[config.mk]
export PLATFORM = sky130hd
export DESIGN_NAME = bucketSerializer
export DESIGN_NICKNAME = d
export VERILOG_FILES = /design/src/oramPkg.sv /design/src/bucketSerializer.sv
export VERILOG_INCLUDE_DIRS = /design/src /design/src/include
export SDC_FILE = /design/constraint.sdc
export NUM_CORES = 1
export LEC_CHECK = 0
export BUFFER_PORTS_ARGS = -buffer_cell sky130_fd_sc_hd__buf_2
export CORE_AREA = 8 8 416 418
export DETAILED_ROUTE_END_ITERATION = 8
export DIE_AREA = 0 0 424 426
export GPL_ROUTABILITY_DRIVEN = 0
export PLACE_DENSITY = 0.43
export SLEW_MARGIN = 20
export SYNTH_ARGS = -nofsm -noshare
export SYNTH_HDL_FRONTEND = slang
export SYNTH_SLANG_ARGS = --single-unit
[constraint.sdc]
create_clock -name Clock -period 32.1 [get_ports Clock]
set_input_delay 6.42 -clock Clock [delete_from_list [all_inputs] [get_ports Clock]]
set_output_delay 6.42 -clock Clock [all_outputs]
set_load 0.02 [all_outputs]
[src/include/oram_settings.svh]
`ifndef ORAM_SETTINGS_SVH
`define ORAM_SETTINGS_SVH

// cipher datapath
`define ORAM_CIPHER_W   128
`define ORAM_ROUNDS     4     // one pipeline stage per round

// application side
`define ORAM_BLOCK_W    256   // two cipher lanes
`define ORAM_ADDR_W     20
`define ORAM_LEAF_W     12

// bucket geometry
`define ORAM_BUCKET_Z   3     // blocks per bucket

// DRAM side
`define ORAM_DRAM_W     64
`define ORAM_BEATS      16    // beats per bucket, 1024 bits total

`endif

[src/oramPkg.sv]
`include "oram_settings.svh"

package oramPkg;

    typedef logic [`ORAM_CIPHER_W-1:0] cipherWord_t;
    typedef logic [`ORAM_BLOCK_W-1:0]  dataBlock_t;
    typedef logic [`ORAM_ADDR_W-1:0]   progAddr_t;
    typedef logic [`ORAM_LEAF_W-1:0]   leafLabel_t;
    typedef logic [`ORAM_DRAM_W-1:0]   dramBeat_t;

    // address in the upper bits
    typedef struct packed {
        progAddr_t  addr;
        leafLabel_t leaf;
    } blockHeader_t;

    typedef struct packed {
        cipherWord_t                            iv;
        blockHeader_t [0:`ORAM_BUCKET_Z-1]      hdr;   // block 0 first
        dataBlock_t   [0:`ORAM_BUCKET_Z-1]      data;
    } plainBucket_t;

    // iv sits at the lsb end, data block 2 at the top
    typedef struct packed {
        dataBlock_t [`ORAM_BUCKET_Z-1:0] data;
        cipherWord_t                     hdrWord;
        cipherWord_t                     iv;
    } cipherBucket_t;

    localparam int          rotAmt     = 13;
    localparam cipherWord_t roundConst = 128'h9e3779b97f4a7c15_f39cc0605cedc835;

    // one round of the stand-in block cipher
    function automatic cipherWord_t cipherRound(cipherWord_t state, cipherWord_t key,
                                                int unsigned round);
        cipherWord_t x;
        x = state ^ key;
        x = (x << rotAmt) | (x >> (`ORAM_CIPHER_W - rotAmt));
        return x + cipherWord_t'(round + 1) * roundConst;
    endfunction

    // full keystream word for one counter value
    function automatic cipherWord_t keystream(cipherWord_t ctr, cipherWord_t key);
        cipherWord_t s;
        s = ctr;
        for (int r = 0; r < `ORAM_ROUNDS; r++) begin
            s = cipherRound(s, key, r);
        end
        return s;
    endfunction

endpackage

[src/bucketSerializer.sv]
`timescale 1ns/1ps
`include "oram_settings.svh"

module bucketSerializer
    import oramPkg::*;
(
    input  logic          Clock,
    input  logic          rstN,

    input  logic          cipherValid,
    input  cipherBucket_t cipherBucket,

    output logic          dramValid,
    output dramBeat_t     dramData
);

    localparam int beatW = $clog2(`ORAM_BEATS);
    localparam logic [beatW-1:0] finalBeat = beatW'(`ORAM_BEATS - 1);

    logic [$bits(cipherBucket_t)-1:0] shiftReg;
    logic [beatW-1:0]                 beatCnt;

    // a fresh bucket restarts the burst
    always_ff @(posedge Clock or negedge rstN) begin
        if (!rstN) begin
            dramValid <= 1'b0;
            beatCnt   <= '0;
        end else if (cipherValid) begin
            dramValid <= 1'b1;
            beatCnt   <= '0;
        end else if (dramValid) begin
            beatCnt <= beatCnt + 1'b1;
            if (beatCnt == finalBeat)
                dramValid <= 1'b0;
        end
    end

    always_ff @(posedge Clock) begin
        if (cipherValid)
            shiftReg <= cipherBucket;
        else if (dramValid)
            shiftReg <= shiftReg >> `ORAM_DRAM_W;   // next beat into the low end
    end

    assign dramData = shiftReg[`ORAM_DRAM_W-1:0];

endmodule

After elaboration in Yosys (flattened, before gate mapping)
Index checks and enable logic that the tools add are counted.
W data, S select, Z words.
{"block": "word_totals", "ff_bits": 1029, "inputBits": 1027, "output_inout_bits": 65, "wordCells": 13}
{"block": "classes", "addsub": 1, "eq_ne": 1, "muxes": 7, "reduce_logical": 1}
{"cell": "$mux W1024", "count": 2}
{"cell": "$mux W4", "count": 2}
{"cell": "$add A4 B1 Y4 const B", "count": 1}
{"cell": "$eq A4 B4 Y1 const B", "count": 1}
{"cell": "$mux W1", "count": 3}
{"cell": "$reduce_bool A2 Y1", "count": 1}

Depth between registers and ports, before layout
{"block": "logic_depth", "ltp_word": 4, "mapped_depth": 5, "depth_no_buf": 3}

Worst setup path before layout
No wires, ideal clock.
{"block": "synth_path", "path_type": "in2reg", "start": "in cipherValid", "end": "reg shiftReg[0], enable pin", "setup_ps": 979, "arrival_ps": 19086, "t_required_ps": 31121, "setup_slack_ps": 12035, "path_stages": 4, "path_buffers": 3, "cell_sequence": "buf_2 -> buf_6 -> clkbuf_1 -> or2_2"}
{"block": "synth_between", "elab_chain_len": 1}
{"item": "start: declaration", "line_no": "bucketSerializer.sv:10", "rtl": "input logic cipherValid,"}
{"item": "$reduce_bool A2 Y1 (no source line)"}
{"item": "end signal: assignment", "line_no": "bucketSerializer.sv:40", "rtl": "shiftReg <= cipherBucket;"}
{"item": "end signal: assignment", "line_no": "bucketSerializer.sv:42", "rtl": "shiftReg <= shiftReg >> `ORAM_DRAM_W;"}
{"item": "end: declaration", "line_no": "bucketSerializer.sv:20", "rtl": "logic [$bits(cipherBucket_t)-1:0] shiftReg;"}
Every way passes these cells.
A chain may end at the register's enable or synchronous reset.

Worst setup path after layout
{"block": "layout_path", "start": "in cipherValid", "end": "reg shiftReg[922], data pin"}
{"block": "layout_between", "elab_chain_len": 1}
{"item": "$mux W1024", "line_no": "bucketSerializer.sv:39", "rtl": "if (cipherValid)"}
Every way passes these cells.

==> flow_metrics.env <==
export IMPL_status="finished, final reports clean"
export IMPL_clock_power_share=0.395
export IMPL_grt_pass1_wl_um=186000
export IMPL_die_h_um=426
export IMPL_synth_cell_types=22
export IMPL_post_dp_hpwl_um=107000
export IMPL_synth_seq_cells=1029
export IMPL_pwr_share_comb=0.097
export IMPL_core_area_sq_um=166000
export IMPL_grt_pass1_vias=24272
export IMPL_clkSinkCount=1029
export IMPL_fin_crit_sh=0.345
export IMPL_crit_path_start_kind="input port"
export IMPL_rsz0062_at_grt="no"
export IMPL_synth_top_area_frac=0.663
export IMPL_num_vias=23450
export IMPL_worstPathMaxFanout=153
export IMPL_antenna_found_initial=234
export IMPL_port_buffers=1091
export IMPL_post_cts_repair_setup_buffers=0
export IMPL_r2r_start="dramValid"
export IMPL_vdd_drop_max_mv=0.0433
export IMPL_setup_viol=0
export IMPL_setup_worst_path_class="in2reg"
export IMPL_synth_cell_area_sq_um=46400
export IMPL_async_reset_ff_frac=0.00486
export IMPL_slew_limit_headroom=0.202
export IMPL_wl_per_cell_um=24.5
export IMPL_maxSlewViolCount=0
export IMPL_root_buffer="clkbuf_16"
export IMPL_synth_area_leaders="edfxtp_1, mux2_4, mux2_2, buf_6, buf_4"
export IMPL_stdcell_count=5642
export IMPL_ys_seq_area_frac=0.666
export IMPL_holdCritPathClass="reg2reg"
export IMPL_drt_first_pass_iters=4
export IMPL_start_util=0.279
export IMPL_cts_tree="yes"
export IMPL_ctsHoldBuffers=0
export IMPL_cp_arrival_ns=11.57
export IMPL_power_frac_seq=0.508
export IMPL_die_x_um=424
export IMPL_cts_resized=0
export IMPL_crit_required_ns=32.59
export IMPL_fp_row_count=150
export IMPL_power_density_nw_per_um2=57.6
export IMPL_final_setup_tns_ns=0
export IMPL_total_power_uw=3290
export IMPL_yosys_warnings=0
export IMPL_drtAntennaViolNets=0
export IMPL_startpoint="cipherValid"
export IMPL_synth_cells=2248
export IMPL_grt_overflow_total=0
export IMPL_tightest_slew_ns=1.20
export IMPL_cts_htree_levels=3
export IMPL_dp_cells=5392
export IMPL_p_sw_frac=0.216
export IMPL_cts_buffer_depth=3
export IMPL_grt_max_degree=168
export IMPL_drc=0
export IMPL_max_freq_mhz=90.2
export IMPL_grtUsageTotal=0.144
export IMPL_synth_edff_count=1024
export IMPL_synth_fp_nets=3276
export IMPL_switching_power_uw=711
export IMPL_area_growth_pct=23.1
export IMPL_p_int_uw=2580
export IMPL_postSynthAreaPerCell_sq_um=20.6
export IMPL_synthTopCellsByCount="edfxtp_1, mux2_4, mux2_2, buf_6"
export IMPL_cts_inserted_buffers=119
export IMPL_path_clk_slew_ns=0.06
export IMPL_clk_latency_ns=0.74
export IMPL_hold_viol=0
export IMPL_fin_skew_ns=0.0218
export IMPL_cp_end_kind="flop"
export IMPL_nets=4338
export IMPL_vias_per_cell=4.16
export IMPL_io_pin_count=1092
export IMPL_ys_flop_type="edfxtp_1"
export IMPL_p_leak_uw=0.0243
export IMPL_drive_gt1_frac=0.659
export IMPL_die_area_sq_um=181000
export IMPL_drv_cap=0
export IMPL_drtIter0Drc=1452
export IMPL_synth_most_common_cell="edfxtp_1"
export IMPL_synth_area_leader_cell="edfxtp_1"
export IMPL_hold_start="shiftReg[895]"
export IMPL_wl_um=138000
export IMPL_min_period_ns=11.08
cell type report:
| cell class | count | area (sq um) |
|---|---|---|
| Sequential cell | 1029 | 30900 |
| Clock buffer | 147 | 3080 |
| Antenna cell | 34 | 85.1 |
| Multi-Input combinational cell | 1039 | 13900 |
| Fill cell | 16164 | 109000 |
| Clock inverter | 68 | 601 |
| Timing Repair Buffer | 1121 | 5760 |
| Tap cell | 2204 | 2760 |
worst max-delay path, cell delays in order:
cell,delay [ns]
buf_12,0.30
buf_4,0.73
buf_12,0.64
buf_4,0.89
buf_4,0.85
buf_12,0.68
mux2_2,0.42
power groups by stage:
stage / registers, uW / clock network (uW) / logic, uW
floorplan: 1670 / 0 / 238
global placement: 1700 / 0 / 319
detailed placement: 1700 / 0 / 323
CTS: 1670 / 1350 / 325
global route: 1680 / 1390 / 341
finish: 1670 / 1300 / 318
state kept, by name, summed over array words and instances, names as in the netlist:
register   flops
shiftReg    1024
dramValid      1
beatCnt        4
path summary, 6_finish.rpt:
| kind | slack (ns) | cells after the start | endpoint |
|---|---|---|---|
| setup / recovery | 21.02 | 7 | shiftReg[922] |
| hold / removal | 0.53 | 1 | shiftReg[831] |
| setup reg to reg | 27.89 | 4 | shiftReg[241] |
| hold reg to reg | 0.53 | 1 | shiftReg[831] |
| max in group asynchronous | 26.46 | 1 | beatCnt[1] |
| min in group asynchronous | 5.50 | 1 | beatCnt[2] |
layout by cell type, fill, tap and decap left out, drive strengths merged:
master / Yosys / routed
or2: 1 / 1
dfrtp: 5 / 5
a21bo: 1 / 1
nor2b: 1 / 1
inv: 0 / 8
xnor2: 1 / 1
clkinv: 0 / 52
mux2i: 1 / 1
buf: 172 / 1121
mux2: 961 / 961
bufinv: 0 / 7
clkbuf: 8 / 147
nand3: 1 / 1
and2: 64 / 64
a21o: 1 / 1
edfxtp: 1024 / 1024
ha: 1 / 1
diode: 0 / 34
a21oi: 1 / 1
nand3b: 1 / 1
nand4: 1 / 1
nor2: 3 / 3
clkinvlp: 0 / 1
routing by layer:
metal | track usage | wire length, um | vias up
met5 | 0 | 263 | -
met4 | 0.0404 | 5540 | 38
met3 | 0.0396 | 7540 | 562
met2 | 0.279 | 75300 | 930
met1 | 0.150 | 49700 | 11032
li1 | - | - | 10888
cell families after synthesis:
group / Yosys count / share of synthesized area
flip-flops: 1029 / 0.666
adder cells (fa/ha/maj): 1 / 0.000270
AO/OA/AOI/OAI: 3 / 0.000485
buffers and inverters: 180 / 0.0337
XOR/XNOR: 1 / 0.000189
multiplexers: 962 / 0.290
AND/OR/NAND/NOR: 72 / 0.00955
metrics by stage:
step / setup WS (ns) / area (sq um) / util / hold slack, ns
floorplan: 12.04 / 46400 / - / 0.513
global placement: 20.33 / 53300 / 0.321 / 0.527
detailed placement: 20.30 / 53300 / 0.321 / 0.532
CTS: 21.15 / 57000 / 0.343 / 0.525
global route: 20.89 / 57100 / 0.343 / 0.535
finish: 21.02 / 57100 / 0.343 / 0.527
Power figures use the tool's default switching activity.
