`src/include/oram_settings.svh`:
```
`ifndef ORAM_SETTINGS_SVH
`define ORAM_SETTINGS_SVH

// cipher datapath
`define ORAM_CIPHER_W   128
`define ORAM_ROUNDS     4     // one pipeline stage per round

// application side
`define ORAM_BLOCK_W    256   // two cipher lanes
`define ORAM_ADDR_W     20
`define ORAM_LEAF_W     12

// bucket geometry
`define ORAM_BUCKET_Z   3     // blocks per bucket

// DRAM side
`define ORAM_DRAM_W     64
`define ORAM_BEATS      16    // beats per bucket, 1024 bits total

`endif

```
`src/oramPkg.sv`:
```
`include "oram_settings.svh"

package oramPkg;

    typedef logic [`ORAM_CIPHER_W-1:0] cipherWord_t;
    typedef logic [`ORAM_BLOCK_W-1:0]  dataBlock_t;
    typedef logic [`ORAM_ADDR_W-1:0]   progAddr_t;
    typedef logic [`ORAM_LEAF_W-1:0]   leafLabel_t;
    typedef logic [`ORAM_DRAM_W-1:0]   dramBeat_t;

    // address in the upper bits
    typedef struct packed {
        progAddr_t  addr;
        leafLabel_t leaf;
    } blockHeader_t;

    typedef struct packed {
        cipherWord_t                            iv;
        blockHeader_t [0:`ORAM_BUCKET_Z-1]      hdr;   // block 0 first
        dataBlock_t   [0:`ORAM_BUCKET_Z-1]      data;
    } plainBucket_t;

    // iv sits at the lsb end, data block 2 at the top
    typedef struct packed {
        dataBlock_t [`ORAM_BUCKET_Z-1:0] data;
        cipherWord_t                     hdrWord;
        cipherWord_t                     iv;
    } cipherBucket_t;

    localparam int          rotAmt     = 13;
    localparam cipherWord_t roundConst = 128'h9e3779b97f4a7c15_f39cc0605cedc835;

    // one round of the stand-in block cipher
    function automatic cipherWord_t cipherRound(cipherWord_t state, cipherWord_t key,
                                                int unsigned round);
        cipherWord_t x;
        x = state ^ key;
        x = (x << rotAmt) | (x >> (`ORAM_CIPHER_W - rotAmt));
        return x + cipherWord_t'(round + 1) * roundConst;
    endfunction

    // full keystream word for one counter value
    function automatic cipherWord_t keystream(cipherWord_t ctr, cipherWord_t key);
        cipherWord_t s;
        s = ctr;
        for (int r = 0; r < `ORAM_ROUNDS; r++) begin
            s = cipherRound(s, key, r);
        end
        return s;
    endfunction

endpackage

```
`src/bucketCollector.sv`:
```
`timescale 1ns/1ps
`include "oram_settings.svh"

module bucketCollector
    import oramPkg::*;
(
    input  logic         Clock,
    input  logic         rstN,

    input  logic         ivValid,
    input  cipherWord_t  ivIn,

    input  logic         blockValid,
    input  dataBlock_t   dataIn,
    input  progAddr_t    addrIn,
    input  leafLabel_t   leafIn,

    output logic         plainValid,
    output plainBucket_t plainBucket
);

    localparam int cntW = $clog2(`ORAM_BUCKET_Z);
    localparam logic [cntW-1:0] lastSlot = cntW'(`ORAM_BUCKET_Z - 1);

    cipherWord_t     ivReg;
    logic [cntW-1:0] blkCnt;   // slot for the next block
    plainBucket_t    bucketReg;
    logic            lastBlock;

    assign lastBlock = blockValid && (blkCnt == lastSlot);

    always_ff @(posedge Clock or negedge rstN) begin
        if (!rstN) begin
            ivReg      <= '0;
            blkCnt     <= '0;
            plainValid <= 1'b0;
        end else begin
            if (ivValid)
                ivReg <= ivIn;   // takes effect for the next bucket
            if (blockValid)
                blkCnt <= lastBlock ? '0 : blkCnt + 1'b1;
            plainValid <= lastBlock;
        end
    end

    // slot storage, overwritten block by block
    always_ff @(posedge Clock) begin
        if (blockValid) begin
            bucketReg.hdr[blkCnt]  <= '{addr: addrIn, leaf: leafIn};
            bucketReg.data[blkCnt] <= dataIn;
        end
        if (lastBlock)
            bucketReg.iv <= ivReg;  // iv as it stands on the closing block
    end

    assign plainBucket = bucketReg;

endmodule

```
`config.mk`:
```
export PLATFORM = sky130hd
export DESIGN_NAME = bucketCollector
export DESIGN_NICKNAME = d
export VERILOG_FILES = /design/src/oramPkg.sv /design/src/bucketCollector.sv
export VERILOG_INCLUDE_DIRS = /design/src /design/src/include
export SDC_FILE = /design/constraint.sdc
export NUM_CORES = 1
export LEC_CHECK = 0
export CAP_MARGIN = 20
export CORE_AREA = 4 4 554 556
export CTS_CLUSTER_DIAMETER = 50
export DETAILED_ROUTE_END_ITERATION = 10
export DIE_AREA = 0 0 558 560
export DONT_BUFFER_PORTS = 1
export GPL_ROUTABILITY_DRIVEN = 0
export GPL_TIMING_DRIVEN = 0
export HOLD_SLACK_MARGIN = 0.03
export PLACE_DENSITY = 0.3
export SYNTH_ARGS = -nofsm -noshare
export SYNTH_HDL_FRONTEND = slang
export SYNTH_SLANG_ARGS = --single-unit
```
`constraint.sdc`:
```
create_clock -name Clock -period 75.5 [get_ports Clock]
set_input_delay 11.325 -clock Clock [delete_from_list [all_inputs] [get_ports Clock]]
set_output_delay 11.325 -clock Clock [all_outputs]
set_load 0.02 [all_outputs]
```
Yosys cells after proc, flatten, opt, wreduce, memory -nomap -nowiden
Index checks and enable logic that the tools add are counted.
- add/subtract/negate cells: 1
- magnitude comparators: 2
- equal/unequal tests: 1
- multiplexer cells: 7
- bitwise gates (word level): 1
- reduce and logical (&&, ||, !) cells: 2
- operators by type and width (cell ; number):
    $bwmux W768 ; 1
    $demux W256 S2 ; 1
    $mux W256 ; 1
    $bwmux W96 ; 1
    $demux W32 S2 ; 1
    $mux W32 ; 1
    $ge A3 B3 Y1 const B ; 1
    $lt A3 B1 Y1 const B ; 1
    $not A2 Y3 ; 1
    $add A2 B1 Y2 const B ; 1
    $eq A2 B2 Y1 const B ; 1
    $logic_and A1 B1 Y1 ; 2
    $mux W2 ; 1
- register bits after elaboration: 1123
- input bits: 420
- output and inout bits: 993

Longest topological paths before layout
Gate-level depths: netlist (run 1).
- depth in word-level cells: 6
- depth in mapped cells: 3
- mapped depth without buffers: 2

Worst setup path before layout (run 1)
No wires, ideal clock.
- path kind: in2reg
- start: input blockValid
- end: register plainValid
- library setup time: 3158 ps
- arrival: 41276 ps
- setup slack: 31066 ps
- cell stages on the path: 2
- cells stage by stage: inv_1 -> nor3b_1
- longest elaborated chain between the ends: 1
- ends and longest elaborated chain (element ; RTL line ; source):
    from (decl) ; bucketCollector.sv:13 ; input logic blockValid,
    $logic_and A1 B1 Y1 ; bucketCollector.sv:30 ; assign lastBlock = blockValid && (blkCnt == lastSlot);
    net lastBlock ; bucketCollector.sv:28 ; logic lastBlock;
    to (signal assigned) ; bucketCollector.sv:42 ; plainValid <= lastBlock;
    to (decl) ; bucketCollector.sv:18 ; output logic plainValid,
The timed path passes the listed nets, and every way through them passes these cells.
A chain may end at the register's enable or synchronous reset.

Final worst setup path (run 1)
- start: input blockValid
- end: register bucketReg, in the netlist plainBucket[251] (enable)
- RTL lines (element ; RTL line ; source):
    to (decl) ; bucketCollector.sv:27 ; plainBucket_t bucketReg;
No word-level cell between the ends.

==> results of run 1 <==
critical path, cell delays in order:
cell and delay, ps:
inv_1 40, nor3b_2 740, buf_6 270, buf_6 160, buf_6 160, buf_6 190
buf_6 190, buf_4 250, buf_6 200, buf_4 250, buf_6 200, buf_6 190
buf_6 190, buf_6 160, buf_6 180, buf_6 210, buf_6 200, buf_6 190
buf_6 200
cell type report:
cell class	instances	share of cell area
Sequential cell	1123	0.7109
Tap cell	3978	0.1070
Clock buffer	194	0.09405
Multi-Input combinational cell	134	0.03223
Clock inverter	116	0.02747
Timing Repair Buffer	84	0.02219
Buffer	14	0.003820
Antenna cell	41	0.002206
Inverter	1	0.00008070
state kept, by name (all words and copies together), names as in the netlist:
signal       count
blkCnt           2
ivReg          128
plainBucket    992
plainValid       1
power groups by stage:
stage / Sequential [mW] / Combinational (mW) / Clock [mW]
final: 0.896 / 0.0768 / 0.781
after detailed placement: 0.912 / 0.0786 / 0
after floorplan: 0.929 / 0.0355 / 0
after CTS: 0.902 / 0.0789 / 0.812
after global placement: 1.02 / 0.0548 / 0
after global routing: 0.904 / 0.0828 / 0.838
metal layers:
layer / vias to the layer above / global-route usage / share of wire
li1: 5706 / - / -
met1: 7994 / 0.09699 / 0.35
met2: 1270 / 0.1508 / 0.47
met3: 302 / 0.06032 / 0.14
met4: 66 / 0.03075 / 0.032
met5: - / 0 / 0.0029
cells by family (layout without fill, tap and decap cells):
logic type      count (synthesis)  after routing  synth area share
buf+inv                        15            409          0.005224
flops                        1123           1123            0.9521
compound gates                  1              1         0.0002162
simple gates                    4              4         0.0006482
other cells                     0             41                 0
mux                           129            129           0.04179
through the flow:
| step | setup slack, ps | utilization | std cells | cell area [um2] |
|---|---|---|---|---|
| floorplan | 31070 | - | 1272 | 34730 |
| global placement | 11120 | 0.1315 | 5250 | 39710 |
| detailed placement | 59570 | 0.1349 | 5334 | 40760 |
| CTS | 60470 | 0.1537 | 5644 | 46410 |
| global route | 60190 | 0.1539 | 5668 | 46470 |
| finish | 60410 | 0.1540 | 5685 | 46510 |
cell usage in the layout, fill, tap and decap left out, drive strengths merged:
cell type / synthesis / final
edfxtp: 992 / 992
clkbuf: 8 / 202
dfrtp: 131 / 131
mux2: 128 / 128
buf: 6 / 90
clkinv: 0 / 53
diode: 0 / 41
inv: 1 / 41
clkinvlp: 0 / 12
bufinv: 0 / 11
nor3b: 2 / 2
nand2: 1 / 1
nor2: 1 / 1
a21o: 1 / 1
mux2i: 1 / 1
worst max path at each step:
stage	start	to	slack, ps	cells after the start
4_1_cts	blockValid	plainBucket[115]	60470	19
5_1_grt	blockValid	plainBucket[219]	60190	19
3_3_place_gp	blockValid	plainValid	11120	2
3_5_place_dp	blockValid	plainBucket[115]	59570	19
2_1_floorplan	blockValid	plainValid	31070	2
6_report	blockValid	plainBucket[251]	60410	19
==> results.md, run 1 <==
- CP arrival: 15580 ps
- F_max: 66.27 MHz
- Hold Startpoint: ivReg[92]
- Row count: a little over 200
- Fin. max-slew vios: 0
- Clock share of power: 0.445
- Detailed Route WL: between 150000 and 200000 um
- Clock Skew: around 48 ps
- Die Y: between 500 and 600 um
- Port-buffer cells: 0
- Post-layout min period: 15090 ps
- First-pass GRT wire length: 189700 um
- Top cells by count, synth: 992 x edfxtp_1, 131 x dfrtp_1, 128 x mux2_2
- Post-synth EDFFs: ~1000
- #FFs+latches synth: around 1100
- Worst hold path type: flop to flop
- P_sw: 0.4925 mW
- TritonCTS clock tree: yes
- Final Cycle Share: 0.1999
- Die width: between 500 and 600 um
- IO Pins: roughly 1400
- Synth unique cells: 11
- Final setup TNS: 0 ps
- Hold Violations, Final: 0
- Largest net degree at the start of global routing: 132
- Hpwl dp: 123200 um
- Seq. cell area: approximately 0.033 mm2
- Logic pwr share: 0.044
- Relative slew slack: 0.3314
- # fillers: between 30000 and 40000
- Clock sinks: approximately 1100
- Maximum vdd drop: ~0.015 mV
- Async S/R FF share, synth: 0.1167
- Worst slew pin tran: 1001 ps
- Int Pwr: about 1.3 mW
- Worst Hold Endpoint: plainBucket[956]
- DRC viols: 0
- Clock Path Buffers: 4
- Avg WL per Cell: around 27 um
- Reg2Reg Setup Slack: approximately 70000 ps
- Leak pwr: about 15 nW
- Hold Path Cell Cnt: 0
- H-tree depth: 4
- Worst-path clk slew: around 60 ps
- Hold_ws: 439.4 ps
- Layout cells sized above 1: 0.3013
- Clk root buf: clkbuf_16
- WP data required: between 70000 and 80000 ps
- Die area: approximately 0.31 mm2
- Vias per cell: 2.698
- Design Power: around 1.8 mW
- Ys Warns: 0
- Gr usage total: 0.09292
- Fin nets: 1946
- Routed Antenna Nets: 0
- Crit. End Element: flop
- Switching share of power: 0.2809
- Setup Buffers After CTS: 0
- Netlist Area Pre-Place: between 0.03 and 0.04 mm2
- Critical path peak fanout: 14
- Post-Syn Instances: approximately 1300
- Top_reg_cell synth: edfxtp_1
- Core Box Area: around 0.30 mm2
- Global route overflow: 0
- Worst Path Class, Setup: input pin to flop
- Setup violators final: 0
- Post-CTS Hold Buffers: 0
- Area Growth Syn to Fin: 33.92%
- Yosys top cell area share: 0.8577
- Via count: around 15000
- Num CTS Buffers: 168
- Unrepaired setup endpoints after global routing: no
- Drt first-iter violations: roughly 1000
- Syn Nets: ~1700
- Max-cap violations: 0
- Endpoint of the worst register-to-register path: plainBucket[251]
- Most common cell in the netlist: edfxtp_1
- Worst-skew pair later-pin latency: about 800 ps
- Startpoint class of the critical path: input pin
- Initial antenna violation count: 93
- Starting density of the core: 0.1150
- Post_cts resized: 0
- Pwr Density: ~38 mW/mm2
- Top cells by area, synth: edfxtp_1 86%, dfrtp_1 9.4%, mux2_2 4.2%
- Flop pwr share: 0.511
- Yosys top cell by area: edfxtp_1
- Synthesized area per cell: between 20 and 30 um2
- R2r worst-path depth: 18
- Initial DRT Pass Iterations: 5
- Worst r2r src: blkCnt[1]
- Sequential cell area fraction in the yosys report: 0.9521
- Status: complete, no violations
- Vias in the first global route: 15636
- Multi-input gate area: around 0.0015 mm2
Power figures use the tool's default switching activity.
==> run 2: changes to the inputs <==
- clock period: 75.5 -> 13.4 ns (I/O delays scaled with it)
==> results.md, run 2 (synthesis gave the netlist of run 1 again) <==
- Post_cts resized: 0
- Port-buffer cells: 0
- Gr usage total: 0.09489
- Worst hold path type: flop to flop
- Hold Violations, Final: 0
- Final setup TNS: 0 ps
- Crit. End Element: flop
- H-tree depth: 4
- CP top delay family: buffers and inverters
- Starting density of the core: 0.1150
- Die Y: between 500 and 600 um
- Vias in the first global route: about 16000
- Status: complete, no violations
- Fin. max-slew vios: 0
- Die area: ~0.31 mm2
- F_max: between 200 and 250 MHz
- Initial antenna violation count: 90
- Design Power: 9.915 mW
- Worst slew pin tran: slightly above 800 ps
- Detailed Route WL: around 160000 um
- Max-cap violations: 0
- Worst-skew pair later-pin latency: 780 ps
- Area Growth Syn to Fin: 34.15%
- WP data required: between 10000 and 15000 ps
- Hold_ws: 438.8 ps
- Critical path cell sequence: inv_1 -> nor3b_4 -> buf_8 -> buf_8 -> buf_8 -> buf_8 -> buf_8 -> buf_8 -> buf_16 -> buf_8 -> buf_8 -> buf_8 -> buf_16 -> buf_8
- Clock Skew: between 30 and 40 ps
- Core Box Area: 0.3020 mm2
- Maximum vdd drop: approximately 0.094 mV
- Post-CTS Hold Buffers: 0
- Post-layout min period: around 4300 ps
- Final Cycle Share: 0.3233
- Num CTS Buffers: 162
- Startpoint class of the critical path: input pin
- Pwr Density: 212.8 mW/mm2
- Vias per cell: 2.699
- TritonCTS clock tree: yes
- IO Pins: between 1000 and 1500
- Max reg flops: ~1000
- Relative slew slack: 0.4594
- Largest net degree at the start of global routing: around 130
- Clock Path Buffers: 4
- Leak pwr: around 15 nW
- CP max stage delay: 270 ps
- Worst path bufs/invs: 13
- Avg WL per Cell: approximately 28 um
- Fin nets: 1917
- Worst-path clk slew: about 60 ps
- Setup Buffers After CTS: 0
- Clk root buf: clkbuf_16
- Drt first-iter violations: 982
- Routed Antenna Nets: 0
- Slowest CP cell: nor3b_4
- Placed cells: roughly 5300
- Worst Path Class, Setup: input pin to flop
- Row count: between 200 and 250
- Initial DRT Pass Iterations: 4
- Fin util: 0.1543
- First-pass GRT wire length: 192200 um
- Critical path peak fanout: 19
- Hpwl dp: 125700 um
- Non-Filler Instances: approximately 5600
- Layout cells sized above 1: 0.2893
- Most frequent cells in the layout: 992 x edfxtp_1, 163 x clkbuf_16, 131 x dfrtp_1
- DRC viols: 0
- Via count: roughly 15000
- Clock sinks: between 1000 and 1500
- Unrepaired setup endpoints after global routing: no
- Global route overflow: 0
- Most common cell after layout, fill and taps aside: edfxtp_1
- Die width: roughly 560 um
- CP arrival: 4810 ps
- Setup violators final: 0
- # fillers: about 33000
- Top cell by count, worst path: buf_8
-- run 2: cell count changes in the layout (fill, tap and decap cells not counted), sizes merged --
cell      previous run  this run
buf                 90        67
diode               41        31
bufinv              11        17
clkinvlp            12        10
clkbuf             202       188
inv                 41        36
-- run 2: area by class of cell --
type	instances	area, um2	share of cell area
flip-flops and latches	1123	33070	0.7097
well taps	3978	4977	0.1068
clock buffers	180	4153	0.08913
multi-input cells	134	1511	0.03244
clock inverters	115	1475	0.03166
repair buffers	61	1149	0.02465
plain buffers	14	177.7	0.003813
diodes	31	77.57	0.001665
inverters	1	3.754	0.00008057
-- run 2: where the power goes --
part | internal (mW) | total [mW] | switching (mW)
Combinational | 0.161 | 0.460 | 0.300
Sequential | 4.34 | 5.06 | 0.724
Clock | 2.64 | 4.40 | 1.75
Total | 7.14 | 9.92 | 2.78
-- run 2: worst register-to-register path, stage by stage, from the launching register on --
cell and delay (ps):
dfrtp_1 490, nor3b_4 330, buf_8 200, buf_8 220
buf_8 230, buf_8 220, buf_8 220, buf_8 200
buf_16 180, buf_8 210, buf_8 220, buf_8 190
buf_16 170, buf_8 210
-- run 2: per-layer routing --
| metal | vias to the layer above | track usage | routed length (um) |
|---|---|---|---|
| met2 | 1234 | 0.1651 | 77860 |
| met1 | 7953 | 0.09144 | 51350 |
| li1 | 5618 | - | - |
| met5 | - | 0 | 543 |
| met3 | 332 | 0.05991 | 21960 |
| met4 | 76 | 0.02985 | 5157 |
-- run 2: stage by stage --
| stage | worst slack, ps | instance area, um2 |
|---|---|---|
| after CTS | 9187 | 46510 |
| after detailed placement | 8291 | 40890 |
| after global placement | -9833 | 39730 |
| after floorplan | -243.2 | 34750 |
| final | 9067 | 46590 |
| after global routing | 8995 | 46550 |
-- run 2: path summary, 6_finish.rpt --
check / endpoint / from / slack (ps) / cells after the start
setup reg to reg: plainBucket[56] / blkCnt[1] / 9800 / 13
min in group asynchronous: ivReg[117] / rstN / 920 / 0
hold / removal: plainBucket[901] / ivReg[37] / 440 / 0
hold reg to reg: plainBucket[901] / ivReg[37] / 440 / 0
max in group asynchronous: ivReg[99] / rstN / 12090 / 0
setup / recovery: plainBucket[56] / blockValid / 9070 / 14
